<file path="config.mk">
export PLATFORM = sky130hd
export DESIGN_NAME = adc_capture_top
export DESIGN_NICKNAME = d
export VERILOG_FILES = /design/src/rtl/adc_sample_pkg.sv /design/src/rtl/adc_frame_pkg.sv /design/src/rtl/frame_deser.sv /design/src/rtl/frame_fifo.sv /design/src/rtl/adc_capture_top.sv
export SDC_FILE = /design/constraint.sdc
export NUM_CORES = 1
export LEC_CHECK = 0
export ABC_AREA = 1
export BUFFER_PORTS_ARGS = -buffer_cell sky130_fd_sc_hd__buf_4
export CAP_MARGIN = 10
export CORE_ASPECT_RATIO = 1.5
export CORE_MARGIN = 10
export CORE_UTILIZATION = 61
export CTS_CLUSTER_SIZE = 25
export DETAILED_ROUTE_END_ITERATION = 10
export GPL_ROUTABILITY_DRIVEN = 0
export PLACE_DENSITY = 0.9
export SLEW_MARGIN = 0
export SYNTH_ARGS = -nofsm -noshare
export SYNTH_HDL_FRONTEND = slang
export SYNTH_SLANG_ARGS = --single-unit
</file>
<file path="constraint.sdc">
create_clock -name adc_clk -period 12.1 [get_ports adc_clk]
set_input_delay 3.025 -clock adc_clk [delete_from_list [all_inputs] [get_ports adc_clk]]
set_output_delay 3.025 -clock adc_clk [all_outputs]
set_load 0.05 [all_outputs]
</file>
<file path="src/rtl/adc_sample_pkg.sv">
/*
 * raw adc sample types
 * sample width, single sample, four-bus input set for one clock
 */

package adc_sample_pkg;

  // ------------------------------------------------------------------
  // sample width
  // ------------------------------------------------------------------

  localparam int SAMPLE_W = 8;  // adc08d-style 8-bit converter

  // one converter output word
  typedef logic [SAMPLE_W-1:0] sample_t;

  // ------------------------------------------------------------------
  // input sample set
  // ------------------------------------------------------------------

  // all four buses as they appear on one adc_clk edge
  // di/dq are the I and Q channels,
  // the _d buses carry the interleaved (delayed) companion samples
  typedef struct packed {
    sample_t di;    // I bus
    sample_t di_d;  // I delayed bus
    sample_t dq;    // Q bus
    sample_t dq_d;  // Q delayed bus
  } adc_in_t;

endpackage

</file>
<file path="src/rtl/adc_frame_pkg.sv">
/*
 * frame level types and constants
 * slot count and index, per-bus frame, full 134-bit frame, fifo sizing
 */

package adc_frame_pkg;

  // ------------------------------------------------------------------
  // slot counting
  // ------------------------------------------------------------------

  localparam int SLOTS = 4;  // samples per bus per frame

  typedef logic [$clog2(SLOTS)-1:0] slot_t;  // 0..3

  // element n holds the sample taken in slot n
  typedef adc_sample_pkg::sample_t [SLOTS-1:0] bus_frame_t;

  // ------------------------------------------------------------------
  // frame word
  // ------------------------------------------------------------------

  // 4 buses x 4 slots x 8 bits + 4 sync + 2 overrange = 134 bits
  typedef struct packed {
    bus_frame_t       di;
    bus_frame_t       di_d;
    bus_frame_t       dq;
    bus_frame_t       dq_d;
    logic [SLOTS-1:0] sync;       // bit n = sync in slot n
    logic [1:0]       overrange;  // bit 0 = slots 0/1, bit 1 = slots 2/3
  } frame_t;

  // ------------------------------------------------------------------
  // fifo sizing
  // ------------------------------------------------------------------

  localparam int FIFO_DEPTH = 8;  // frames, power of two

  typedef logic [$clog2(FIFO_DEPTH+1)-1:0] fifo_cnt_t;  // 0..FIFO_DEPTH
  typedef logic [$clog2(FIFO_DEPTH)-1:0]   fifo_ptr_t;  // wraps at depth

endpackage

</file>
<file path="src/rtl/frame_deser.sv">
/*
 * four-bus deserializer
 * slot counter, frame assembly with sync and overrange capture,
 * frame output register and optional extra register stage
 */

`timescale 1ns/1ns

module frame_deser #(
  parameter int EXTRA_REG = 1  // 1 = extra stage ahead of the fifo
) (
  input  logic                    adc_clk,
  input  logic                    dcm_reset,
  input  adc_sample_pkg::adc_in_t adc_in,
  input  logic                    adc_sync,
  input  logic                    adc_overrange,
  output adc_frame_pkg::frame_t   frame,
  output logic                    frame_valid
);

  // ------------------------------------------------------------------
  // slot counter
  // ------------------------------------------------------------------

  adc_frame_pkg::slot_t slot;
  logic                 last_slot;

  assign last_slot = (slot == adc_frame_pkg::slot_t'(adc_frame_pkg::SLOTS - 1));

  always_ff @(posedge adc_clk) begin
    if (dcm_reset) begin
      slot <= '0;  // first sample after reset is slot 0
    end else begin
      slot <= slot + 1'b1;  // wraps 3 -> 0
    end
  end

  // ------------------------------------------------------------------
  // frame assembly
  // ------------------------------------------------------------------

  adc_frame_pkg::frame_t frame_build;  // slots gathered so far
  adc_frame_pkg::frame_t frame_next;   // build plus current slot

  // drop this cycle's inputs into the current slot
  always_comb begin
    frame_next = frame_build;
    frame_next.di[slot]   = adc_in.di;
    frame_next.di_d[slot] = adc_in.di_d;
    frame_next.dq[slot]   = adc_in.dq;
    frame_next.dq_d[slot] = adc_in.dq_d;
    frame_next.sync[slot] = adc_sync;  // one sync bit per slot

    // overrange ORed per half frame, slot[1] picks the half
    if (slot[0]) begin
      frame_next.overrange[slot[1]] = frame_build.overrange[slot[1]] | adc_overrange;
    end else begin
      frame_next.overrange[slot[1]] = adc_overrange;  // first slot of half, restart
    end
  end

  // payload only, stale slots get overwritten before use
  always_ff @(posedge adc_clk) begin
    frame_build <= frame_next;
  end

  // ------------------------------------------------------------------
  // frame output register
  // ------------------------------------------------------------------

  adc_frame_pkg::frame_t frame_s1;
  logic                  valid_s1;

  always_ff @(posedge adc_clk) begin
    if (last_slot) begin
      frame_s1 <= frame_next;  // complete frame incl. slot 3
    end
  end

  always_ff @(posedge adc_clk) begin
    if (dcm_reset) begin
      valid_s1 <= 1'b0;
    end else begin
      valid_s1 <= last_slot;  // one pulse per frame
    end
  end

  // ------------------------------------------------------------------
  // optional extra stage, eases timing into the fifo
  // ------------------------------------------------------------------

  generate
    if (EXTRA_REG != 0) begin : g_extra_reg
      adc_frame_pkg::frame_t frame_s2;
      logic                  valid_s2;

      always_ff @(posedge adc_clk) begin
        frame_s2 <= frame_s1;
      end

      always_ff @(posedge adc_clk) begin
        if (dcm_reset) begin
          valid_s2 <= 1'b0;
        end else begin
          valid_s2 <= valid_s1;
        end
      end

      assign frame       = frame_s2;
      assign frame_valid = valid_s2;  // two cycles after slot 3
    end else begin : g_no_extra_reg
      assign frame       = frame_s1;
      assign frame_valid = valid_s1;  // one cycle after slot 3
    end
  endgenerate

endmodule

</file>
<file path="src/rtl/frame_fifo.sv">
/*
 * single-clock frame buffer
 * circular store, drop-on-full with sticky overflow, valid/ready output
 */

`timescale 1ns/1ns

module frame_fifo (
  input  logic                  adc_clk,
  input  logic                  dcm_reset,
  input  adc_frame_pkg::frame_t frame,
  input  logic                  frame_valid,
  output adc_frame_pkg::frame_t out_frame,
  output logic                  out_valid,
  input  logic                  out_ready,
  output logic                  overflow
);

  // ------------------------------------------------------------------
  // storage and pointers
  // ------------------------------------------------------------------

  adc_frame_pkg::frame_t    mem [adc_frame_pkg::FIFO_DEPTH];
  adc_frame_pkg::fifo_ptr_t wr_ptr;
  adc_frame_pkg::fifo_ptr_t rd_ptr;
  adc_frame_pkg::fifo_cnt_t count;  // frames held

  logic full;
  logic wr_en;
  logic rd_en;

  assign full = (count == adc_frame_pkg::fifo_cnt_t'(adc_frame_pkg::FIFO_DEPTH));

  // ------------------------------------------------------------------
  // handshake decode
  // ------------------------------------------------------------------

  assign out_valid = (count != '0);
  assign rd_en     = out_valid & out_ready;  // head leaves this cycle

  // adc can't stall, so a full fifo just drops the frame
  // a read in the same cycle frees the slot, write goes through
  assign wr_en = frame_valid & (~full | rd_en);

  // head frame, only meaningful with out_valid
  assign out_frame = mem[rd_ptr];

  // ------------------------------------------------------------------
  // memory write
  // ------------------------------------------------------------------

  always_ff @(posedge adc_clk) begin
    if (wr_en) begin
      mem[wr_ptr] <= frame;
    end
  end

  // ------------------------------------------------------------------
  // pointers and count
  // ------------------------------------------------------------------

  always_ff @(posedge adc_clk) begin
    if (dcm_reset) begin
      wr_ptr <= '0;
      rd_ptr <= '0;
      count  <= '0;
    end else begin
      if (wr_en) begin
        wr_ptr <= wr_ptr + 1'b1;  // power-of-two depth, natural wrap
      end
      if (rd_en) begin
        rd_ptr <= rd_ptr + 1'b1;
      end

      case ({wr_en, rd_en})
        2'b10:   count <= count + 1'b1;
        2'b01:   count <= count - 1'b1;
        default: count <= count;  // idle, or read and write together
      endcase
    end
  end

  // ------------------------------------------------------------------
  // overflow flag
  // ------------------------------------------------------------------

  // sticky until reset, marks at least one lost frame
  always_ff @(posedge adc_clk) begin
    if (dcm_reset) begin
      overflow <= 1'b0;
    end else if (frame_valid & ~wr_en) begin
      overflow <= 1'b1;
    end
  end

endmodule

</file>
<file path="src/rtl/adc_capture_top.sv">
/*
 * adc capture top level
 * deserializer into frame fifo, frame struct straight to the user port
 */

`timescale 1ns/1ns

module adc_capture_top #(
  parameter int EXTRA_REG = 1  // passed to the deserializer
) (
  // clock and reset
  input  logic                    adc_clk,
  input  logic                    dcm_reset,

  // adc side, sampled every edge, no handshake
  input  adc_sample_pkg::adc_in_t adc_in,
  input  logic                    adc_sync,
  input  logic                    adc_overrange,

  // user side stream
  output adc_frame_pkg::frame_t   out_frame,
  output logic                    out_valid,
  input  logic                    out_ready,
  output logic                    overflow  // sticky, frames were lost
);

  // ------------------------------------------------------------------
  // deserializer to fifo
  // ------------------------------------------------------------------

  adc_frame_pkg::frame_t deser_frame;
  logic                  deser_valid;  // one pulse per frame, never refused

  // capture and deserialize, plus optional register
  frame_deser #(
    .EXTRA_REG     (EXTRA_REG)
  ) u_frame_deser (
    .adc_clk       (adc_clk),
    .dcm_reset     (dcm_reset),
    .adc_in        (adc_in),
    .adc_sync      (adc_sync),
    .adc_overrange (adc_overrange),
    .frame         (deser_frame),
    .frame_valid   (deser_valid)
  );

  // ------------------------------------------------------------------
  // frame buffer, output packing is the frame struct itself
  // ------------------------------------------------------------------

  frame_fifo u_frame_fifo (
    .adc_clk     (adc_clk),
    .dcm_reset   (dcm_reset),
    .frame       (deser_frame),
    .frame_valid (deser_valid),
    .out_frame   (out_frame),
    .out_valid   (out_valid),
    .out_ready   (out_ready),
    .overflow    (overflow)
  );

endmodule

</file>
==> results of run 1 <==
-- synth_stat cells, drive strengths merged --
master | n | share of area
edfxtp | 1206 | 0.67
nor2 | 559 | 0.043
o21ai | 548 | 0.051
nand2 | 518 | 0.036
dfxtp | 286 | 0.11
mux2i | 134 | 0.025
o22ai | 134 | 0.016
buf | 119 | 0.017
mux2 | 99 | 0.021
clkbuf | 94 | 0.0066
inv | 24 | 0.0018
ha | 9 | 0.0021
a21oi | 8 | 0.00074
nand3 | 5 | 0.00047
nor3 | 2 | 0.00019
xnor2 | 2 | 0.00033
clkinv | 1 | 0.000070
nand4 | 1 | 0.00012
or2 | 1 | 0.00012
xor2 | 1 | 0.00016
-- worst paths after layout --
kind / slack (ps) / endpoint
max: 4140 / out_frame[80]
min: 320 / u_frame_deser.frame[123]
max reg2reg: 8230 / u_frame_fifo.mem[7][67]
min reg2reg: 320 / u_frame_deser.frame[123]
-- area by class of cell --
class | count | share of cell area
Timing Repair Buffer | 204 | 0.0272
Inverter | 25 | 0.00182
Clock inverter | 76 | 0.0152
Sequential cell | 1492 | 0.700
Tap cell | 1147 | 0.0240
Multi-Input combinational cell | 2021 | 0.177
Clock buffer | 156 | 0.0548
Antenna cell | 3 | 0.000125
-- cells by family after synthesis --
family | after synthesis | synth area share
flip-flops | 1492 | 0.780
AND/OR/NAND/NOR | 1086 | 0.0797
AO/OA/AOI/OAI | 690 | 0.0673
buffers and inverters | 238 | 0.0252
multiplexers | 233 | 0.0457
adder cells (fa/ha/maj) | 9 | 0.00209
XOR/XNOR | 3 | 0.000488
-- power groups by stage --
stage	clock network, µW	registers [µW]	logic [µW]
2_1_floorplan	0	5910	2680
3_3_place_gp	0	5990	3360
3_5_place_dp	0	6000	3470
4_1_cts	4100	5900	3540
5_1_grt	4310	5920	3800
6_report	4060	5900	3530
-- metal layers --
metal,wire (µm),up-vias,global-route usage,share of wire
met2,63400,1447,0.416,0.53
met3,8610,298,0.0357,0.072
met1,43200,15200,0.268,0.36
li1,-,13700,-,-
met5,23,-,0,0.00019
met4,4480,4,0.111,0.037
-- sequential cells by signal (all words and copies together) (netlist names), named ones only --
name,flops
u_frame_fifo.mem,1072
u_frame_deser.frame,134
u_frame_deser.frame_build,134
u_frame_deser.frame_s1,134
u_frame_fifo.count,4
u_frame_fifo.rd_ptr,3
u_frame_fifo.wr_ptr,3
u_frame_deser.slot,2
u_frame_deser.frame_valid,1
u_frame_deser.valid_s1,1
u_frame_fifo.overflow,1
-- critical path: stages, from the launching register on --
cell,delay (ps)
dfxtp_4,740
buf_4,880
buf_4,600
buf_4,880
nor2_1,120
nor2_1,130
o21ai_0,140
o21ai_1,170
nand2_1,80
nand2_1,110
buf_4,200
-- per-stage QoR --
stage	std cells	worst slack (ps)	utilization	area [µm²]	hold WS, ps
finish	5124	4140	0.684	59900	322
global route	5124	3820	0.684	59900	344
CTS	5121	4130	0.684	59900	328
detailed placement	4889	5000	0.636	55700	327
global placement	4889	5040	0.636	55700	324
floorplan	3751	2290	-	53800	323
==> results by group, run 1 <==
Status
  • Status: completed

Clock network
  • Hold Buf Count CTS: 0
  • TritonCTS clock tree: done
  • TritonCTS Buffers: 121
  • CTS sink count: 1,492
  • Post-CTS resize count: 0
  • Clock latency on the worst-skew pair: 750 ps
  • Post-CTS Setup Repair Bufs: 0
  • Reg clk slew, reported paths: 70 ps
  • Clk root buf: clkbuf_16
  • H-tree depth: 3
  • Max Buffers Root-to-Sink: 3

Global route
  • Initial antenna violation count: 4
  • Vias in the first global route: 31.3k
  • Tot GR Track Use: 0.231
  • First-pass GRT wire length: 180 mm
  • Largest net degree at the start of global routing: 232
  • GRT overflow: 0

Floorplanning
  • CORE AREA: 87,500 µm²
  • Die H: 384 µm
  • Initial core utilization: 0.615
  • DIE WIDTH: 262 µm
  • Die area: 101,000 µm²
  • Ports: 173
  • Row count: 133

Pwr
  • Power share of the clock group: 0.301
  • Peak supply drop: 283 µV
  • LEAKAGE: 0.0206 µW
  • Overall power: 13,500 µW
  • Switching Power: 4460 µW
  • Switching share of power: 0.331
  • PD cells: 225 nW/µm²
  • P_int: 9030 µW
  • Gate power share: 0.262
  • Sequential share of power: 0.437

STA
  • Final period utilization: 0.658
  • Final Hold Viols: 0
  • Setup TNS: 0 ps
  • FMAX: 0.126 GHz
  • Final setup violation count: 0
  • Max-slew violations: 0
  • Worst rel slew slack: 0.154
  • Final Skew: 38.3 ps
  • Unrepaired setup endpoints after global routing: no
  • Crit path time final: 7960 ps
  • Worst slew pin tran: 1270 ps

Hold path
  • Tightest Hold Check Type: reg2reg
  • Hold Path Stages: 0
  • Hold path startpoint: u_frame_deser.frame_s1[123]

Logic synthesis
  • Post-synthesis sequential area ratio: 0.780
  • Post-Syn Area: 53,800 µm²
  • YS warnings: 0
  • Seq cells post-synth: 1,492
  • Synth Net Count: 3,797
  • Cell count after synthesis: 3,751
  • Cell variety after synth: 29
  • Mean Syn Cell Area: 14.3 µm²

Route
  • Drc violations: 0
  • Drt total wl: 120 mm
  • Pre-antenna DRT Iters: 5
  • Post-route ant nets: 0
  • Starting DRT DRC Count: 3,310
  • Routed vias/inst: 6.00
  • Via count: 30.7k
  • Wirelength per Cell: 23.4 µm

Placement
  • PortBufs: 172
  • Post-DP HPWL: 59.7 mm

Layout
  • Area of the multi-input gates: 10,600 µm²
  • Most frequent cells in the layout: edfxtp_1, nand2_1, nor2_1, o21ai_0, dfxtp_1
  • Fillers: 5,431
  • Fin nets: 3,911
  • Leading cell type in the layout, fill and taps excluded: edfxtp_1
  • P&R area growth vs syn: 11.4%
  • Register area: 42,000 µm²
  • Share of post-route cells with drive strength above 1: 0.151

Critical path
  • Critical Path Start Type: flop
  • Worst Path Max Fanout: 89
  • CP Capture Type: output pin
  • CP Class: reg2out
  • Worst EP arrival: 4930 ps
  • Cells on worst reg2reg path: 8
  • Worst R2R Start: u_frame_fifo.count[1]
  • Req. time, crit path: 9070 ps

Run
  • Max_cap viols: 0
Power figures use the tool's default switching activity.
==> inputs of run 2 (changes only) <==
==> constraint.sdc (replaced) <==
create_clock -name adc_clk -period 7.99 [get_ports adc_clk]
set_input_delay 1.9975 -clock adc_clk [delete_from_list [all_inputs] [get_ports adc_clk]]
set_output_delay 1.9975 -clock adc_clk [all_outputs]
set_load 0.05 [all_outputs]
==> run 2 against run 1 <==
  * Sequential share of layout area down 0.10 points
  * Non-clock buffer count grew 5
  * Largest cell class unchanged
  * Via count up 0.39%
  * Register-to-register slack got worse by 3400 ps
  * Clock skew shrank 13 ps
  * First-iteration DRC count increased by 0.63%
  * Count of clock-buffer cells in the layout grew 33
  * Cell area increased by 0.15%
  * Setup slack worse by 2500 ps
==> results by group, run 2 (same netlist as run 1, synthesis figures left out) <==
Floorplanning
  • Die area: 101,000 µm² (unchanged)
  • Ports: 173 (unchanged)
  • DIE WIDTH: 262 µm (unchanged)
  • Row count: 133 (unchanged)
  • Initial core utilization: 0.615 (unchanged)
  • CORE AREA: 87,500 µm² (unchanged)
  • Die H: 384 µm (unchanged)

STA
  • Max-slew violations: 0 (unchanged)
  • Final period utilization: 0.789
  • Final Skew: 25.0 ps (-13.3 ps)
  • Setup TNS: 0 ps (unchanged)
  • Final Hold Viols: 0 (unchanged)
  • Unrepaired setup endpoints after global routing: no
  • Crit path time final: 6300 ps
  • Final setup violation count: 0 (unchanged)
  • Worst rel slew slack: 0.223 (+0.0689)
  • Worst slew pin tran: 1170 ps (-103 ps)
  • FMAX: 0.159 GHz
  • WHS: 332 ps (+9.58 ps)

Critical path
  • Worst path cell trace: buf_4 -> buf_4 -> nor2_1 -> nor2_1 -> o21ai_0 -> o21ai_1 -> nand2_1 -> nand2_1 -> buf_4
  • Most frequent cell on the critical path: buf_4
  • Critical Path Start Type: flop
  • Worst Path Max Fanout: 86 (-3.4%)
  • R2R Setup Slk: 4800 ps (-3430 ps)
  • Worst R2R End: u_frame_fifo.mem[3][79]
  • Delay-heaviest family, CP: buffers and inverters
  • Cells on worst reg2reg path: 7 (-1)
  • Buffers and inverters on the worst path: 3 (-1)
  • CP Capture Type: output pin
  • Worst R2R Start: u_frame_fifo.count[1]
  • Req. time, crit path: 5990 ps (-3080 ps)
  • CP Class: reg2out
  • Worst EP arrival: 4300 ps (-630 ps)
  • Slowest cell on the critical path: dfxtp_4
  • Crit path largest cell delay: 900 ps (+20 ps)

Route
  • Via count: 30.8k (+0.39%)
  • Wirelength per Cell: 23.2 µm (-0.51%)
  • Routed vias/inst: 6.01 (+0.17%)
  • Drc violations: 0 (unchanged)
  • Starting DRT DRC Count: 3,331 (+0.63%)
  • Post-route ant nets: 0 (unchanged)
  • Drt total wl: 119 mm (-0.30%)
  • Pre-antenna DRT Iters: 6 (+1)

Hold path
  • Tightest Hold Check Type: reg2reg
  • Hold worst-path end: u_frame_deser.frame[93]
  • Hold Path Stages: 0 (unchanged)
  • Hold path startpoint: u_frame_deser.frame_s1[93]

Layout
  • Leading cell type in the layout, fill and taps excluded: edfxtp_1
  • Fin nets: 3,925 (+0.36%)
  • P&R area growth vs syn: 11.5%
  • Most frequent cells in the layout: edfxtp_1, nand2_1, nor2_1, o21ai_0, dfxtp_1
  • Diode count: 0 (-3)
  • Largest register FFs: 1,072 (unchanged)
  • Fillers: 5,398 (-0.61%)
  • Most flops, register: u_frame_fifo.mem
  • Share of post-route cells with drive strength above 1: 0.150 (-0.00179)

Placement
  • PortBufs: 172 (unchanged)
  • Post-DP HPWL: 60.2 mm (+0.84%)

Pwr
  • Switching share of power: 0.330 (-0.00135)
  • LEAKAGE: 0.0207 µW (+0.34%)
  • Power share of the clock group: 0.302 (about the same)
  • Switching Power: 6740 µW (+51%)
  • Peak supply drop: 350 µV (+24%)
  • P_int: 13,700 µW (+52%)
  • Sequential share of power: 0.438 (about the same)
  • Gate power share: 0.261 (about the same)
  • PD cells: 341 nW/µm² (+51%)

Global route
  • First-pass GRT wire length: 179 mm (-0.98%)
  • GRT overflow: 0 (unchanged)
  • Vias in the first global route: 30.8k (-1.5%)
  • Initial antenna violation count: 4 (unchanged)
  • Largest net degree at the start of global routing: 221 (-4.7%)
  • Tot GR Track Use: 0.230 (-0.00107)

Clock network
  • TritonCTS clock tree: done
  • TritonCTS Buffers: 130 (+7.4%)
  • Hold Buf Count CTS: 0 (unchanged)
  • Clock latency on the worst-skew pair: 750 ps (about the same)
  • Post-CTS resize count: 0 (unchanged)
  • Reg clk slew, reported paths: 70 ps (about the same)
  • Post-CTS Setup Repair Bufs: 0 (unchanged)
  • H-tree depth: 4 (+1)
  • CTS sink count: 1,492 (unchanged)
  • Max Buffers Root-to-Sink: 3 (unchanged)
  • Clk root buf: clkbuf_16

Status
  • Status: completed

Run
  • Max_cap viols: 0 (unchanged)
-- run 2: cell types whose count changed in the layout (fill, tap and decap cells not counted), moves of 2 or more --
cell,before,now
buf_12,8,10
buf_4,196,199
bufinv_16,15,6
clkbuf_1,24,39
clkbuf_16,122,134
clkbuf_8,10,16
clkinv_1,8,12
clkinv_16,2,0
clkinv_2,25,15
clkinvlp_4,13,5
diode_2,3,0
-- run 2: worst max-delay path by stage --
stage,startpoint,to,slack (ps),cells after the start
after floorplan,out_ready,u_frame_fifo.mem[0][0],-790,5
after global placement,flop,out_frame[59],2600,9
after detailed placement,flop,out_frame[60],2480,7
after CTS,flop,out_frame[60],1670,7
after global routing,flop,out_frame[55],1420,9
final,flop,out_frame[60],1690,9
-- run 2: layout make-up --
| class | count | area [µm²] | area share |
|---|---|---|---|
| Sequential cell | 1492 | 42000 | 0.699 |
| Timing Repair Buffer | 209 | 1690 | 0.0282 |
| Multi-Input combinational cell | 2021 | 10600 | 0.176 |
| Clock buffer | 189 | 3720 | 0.0620 |
| Tap cell | 1147 | 1440 | 0.0239 |
| Inverter | 25 | 109 | 0.00181 |
| Clock inverter | 52 | 505 | 0.00842 |
-- run 2: stage by stage --
step | setup WS, ps | cells | cell area (µm²) | total power, µW | util
after floorplan | -790 | 3751 | 53800 | 13000 | -
after global placement | 2600 | 4894 | 55800 | 14200 | 0.637
after detailed placement | 2480 | 4894 | 55800 | 14400 | 0.637
after CTS | 1670 | 5135 | 60000 | 20500 | 0.685
after global routing | 1420 | 5135 | 60000 | 21200 | 0.685
final | 1690 | 5135 | 60000 | 20500 | 0.685
-- run 2: power by group through the flow --
| stage | clock network (µW) | registers [µW] | logic (µW) |
|---|---|---|---|
| detailed placement | 0 | 9110 | 5260 |
| global route | 6530 | 8980 | 5710 |
| global placement | 0 | 9080 | 5090 |
| CTS | 6240 | 8950 | 5340 |
| floorplan | 0 | 8950 | 4060 |
| finish | 6170 | 8950 | 5330 |
-- run 2: routing by layer --
layer	share of wire	wire length, µm	vias to the layer above	GRT usage
met5	0.00029	35	-	0
met4	0.037	4390	6	0.103
met3	0.083	9890	301	0.0431
met2	0.52	62100	1615	0.407
met1	0.36	42900	15200	0.271
li1	-	-	13700	-
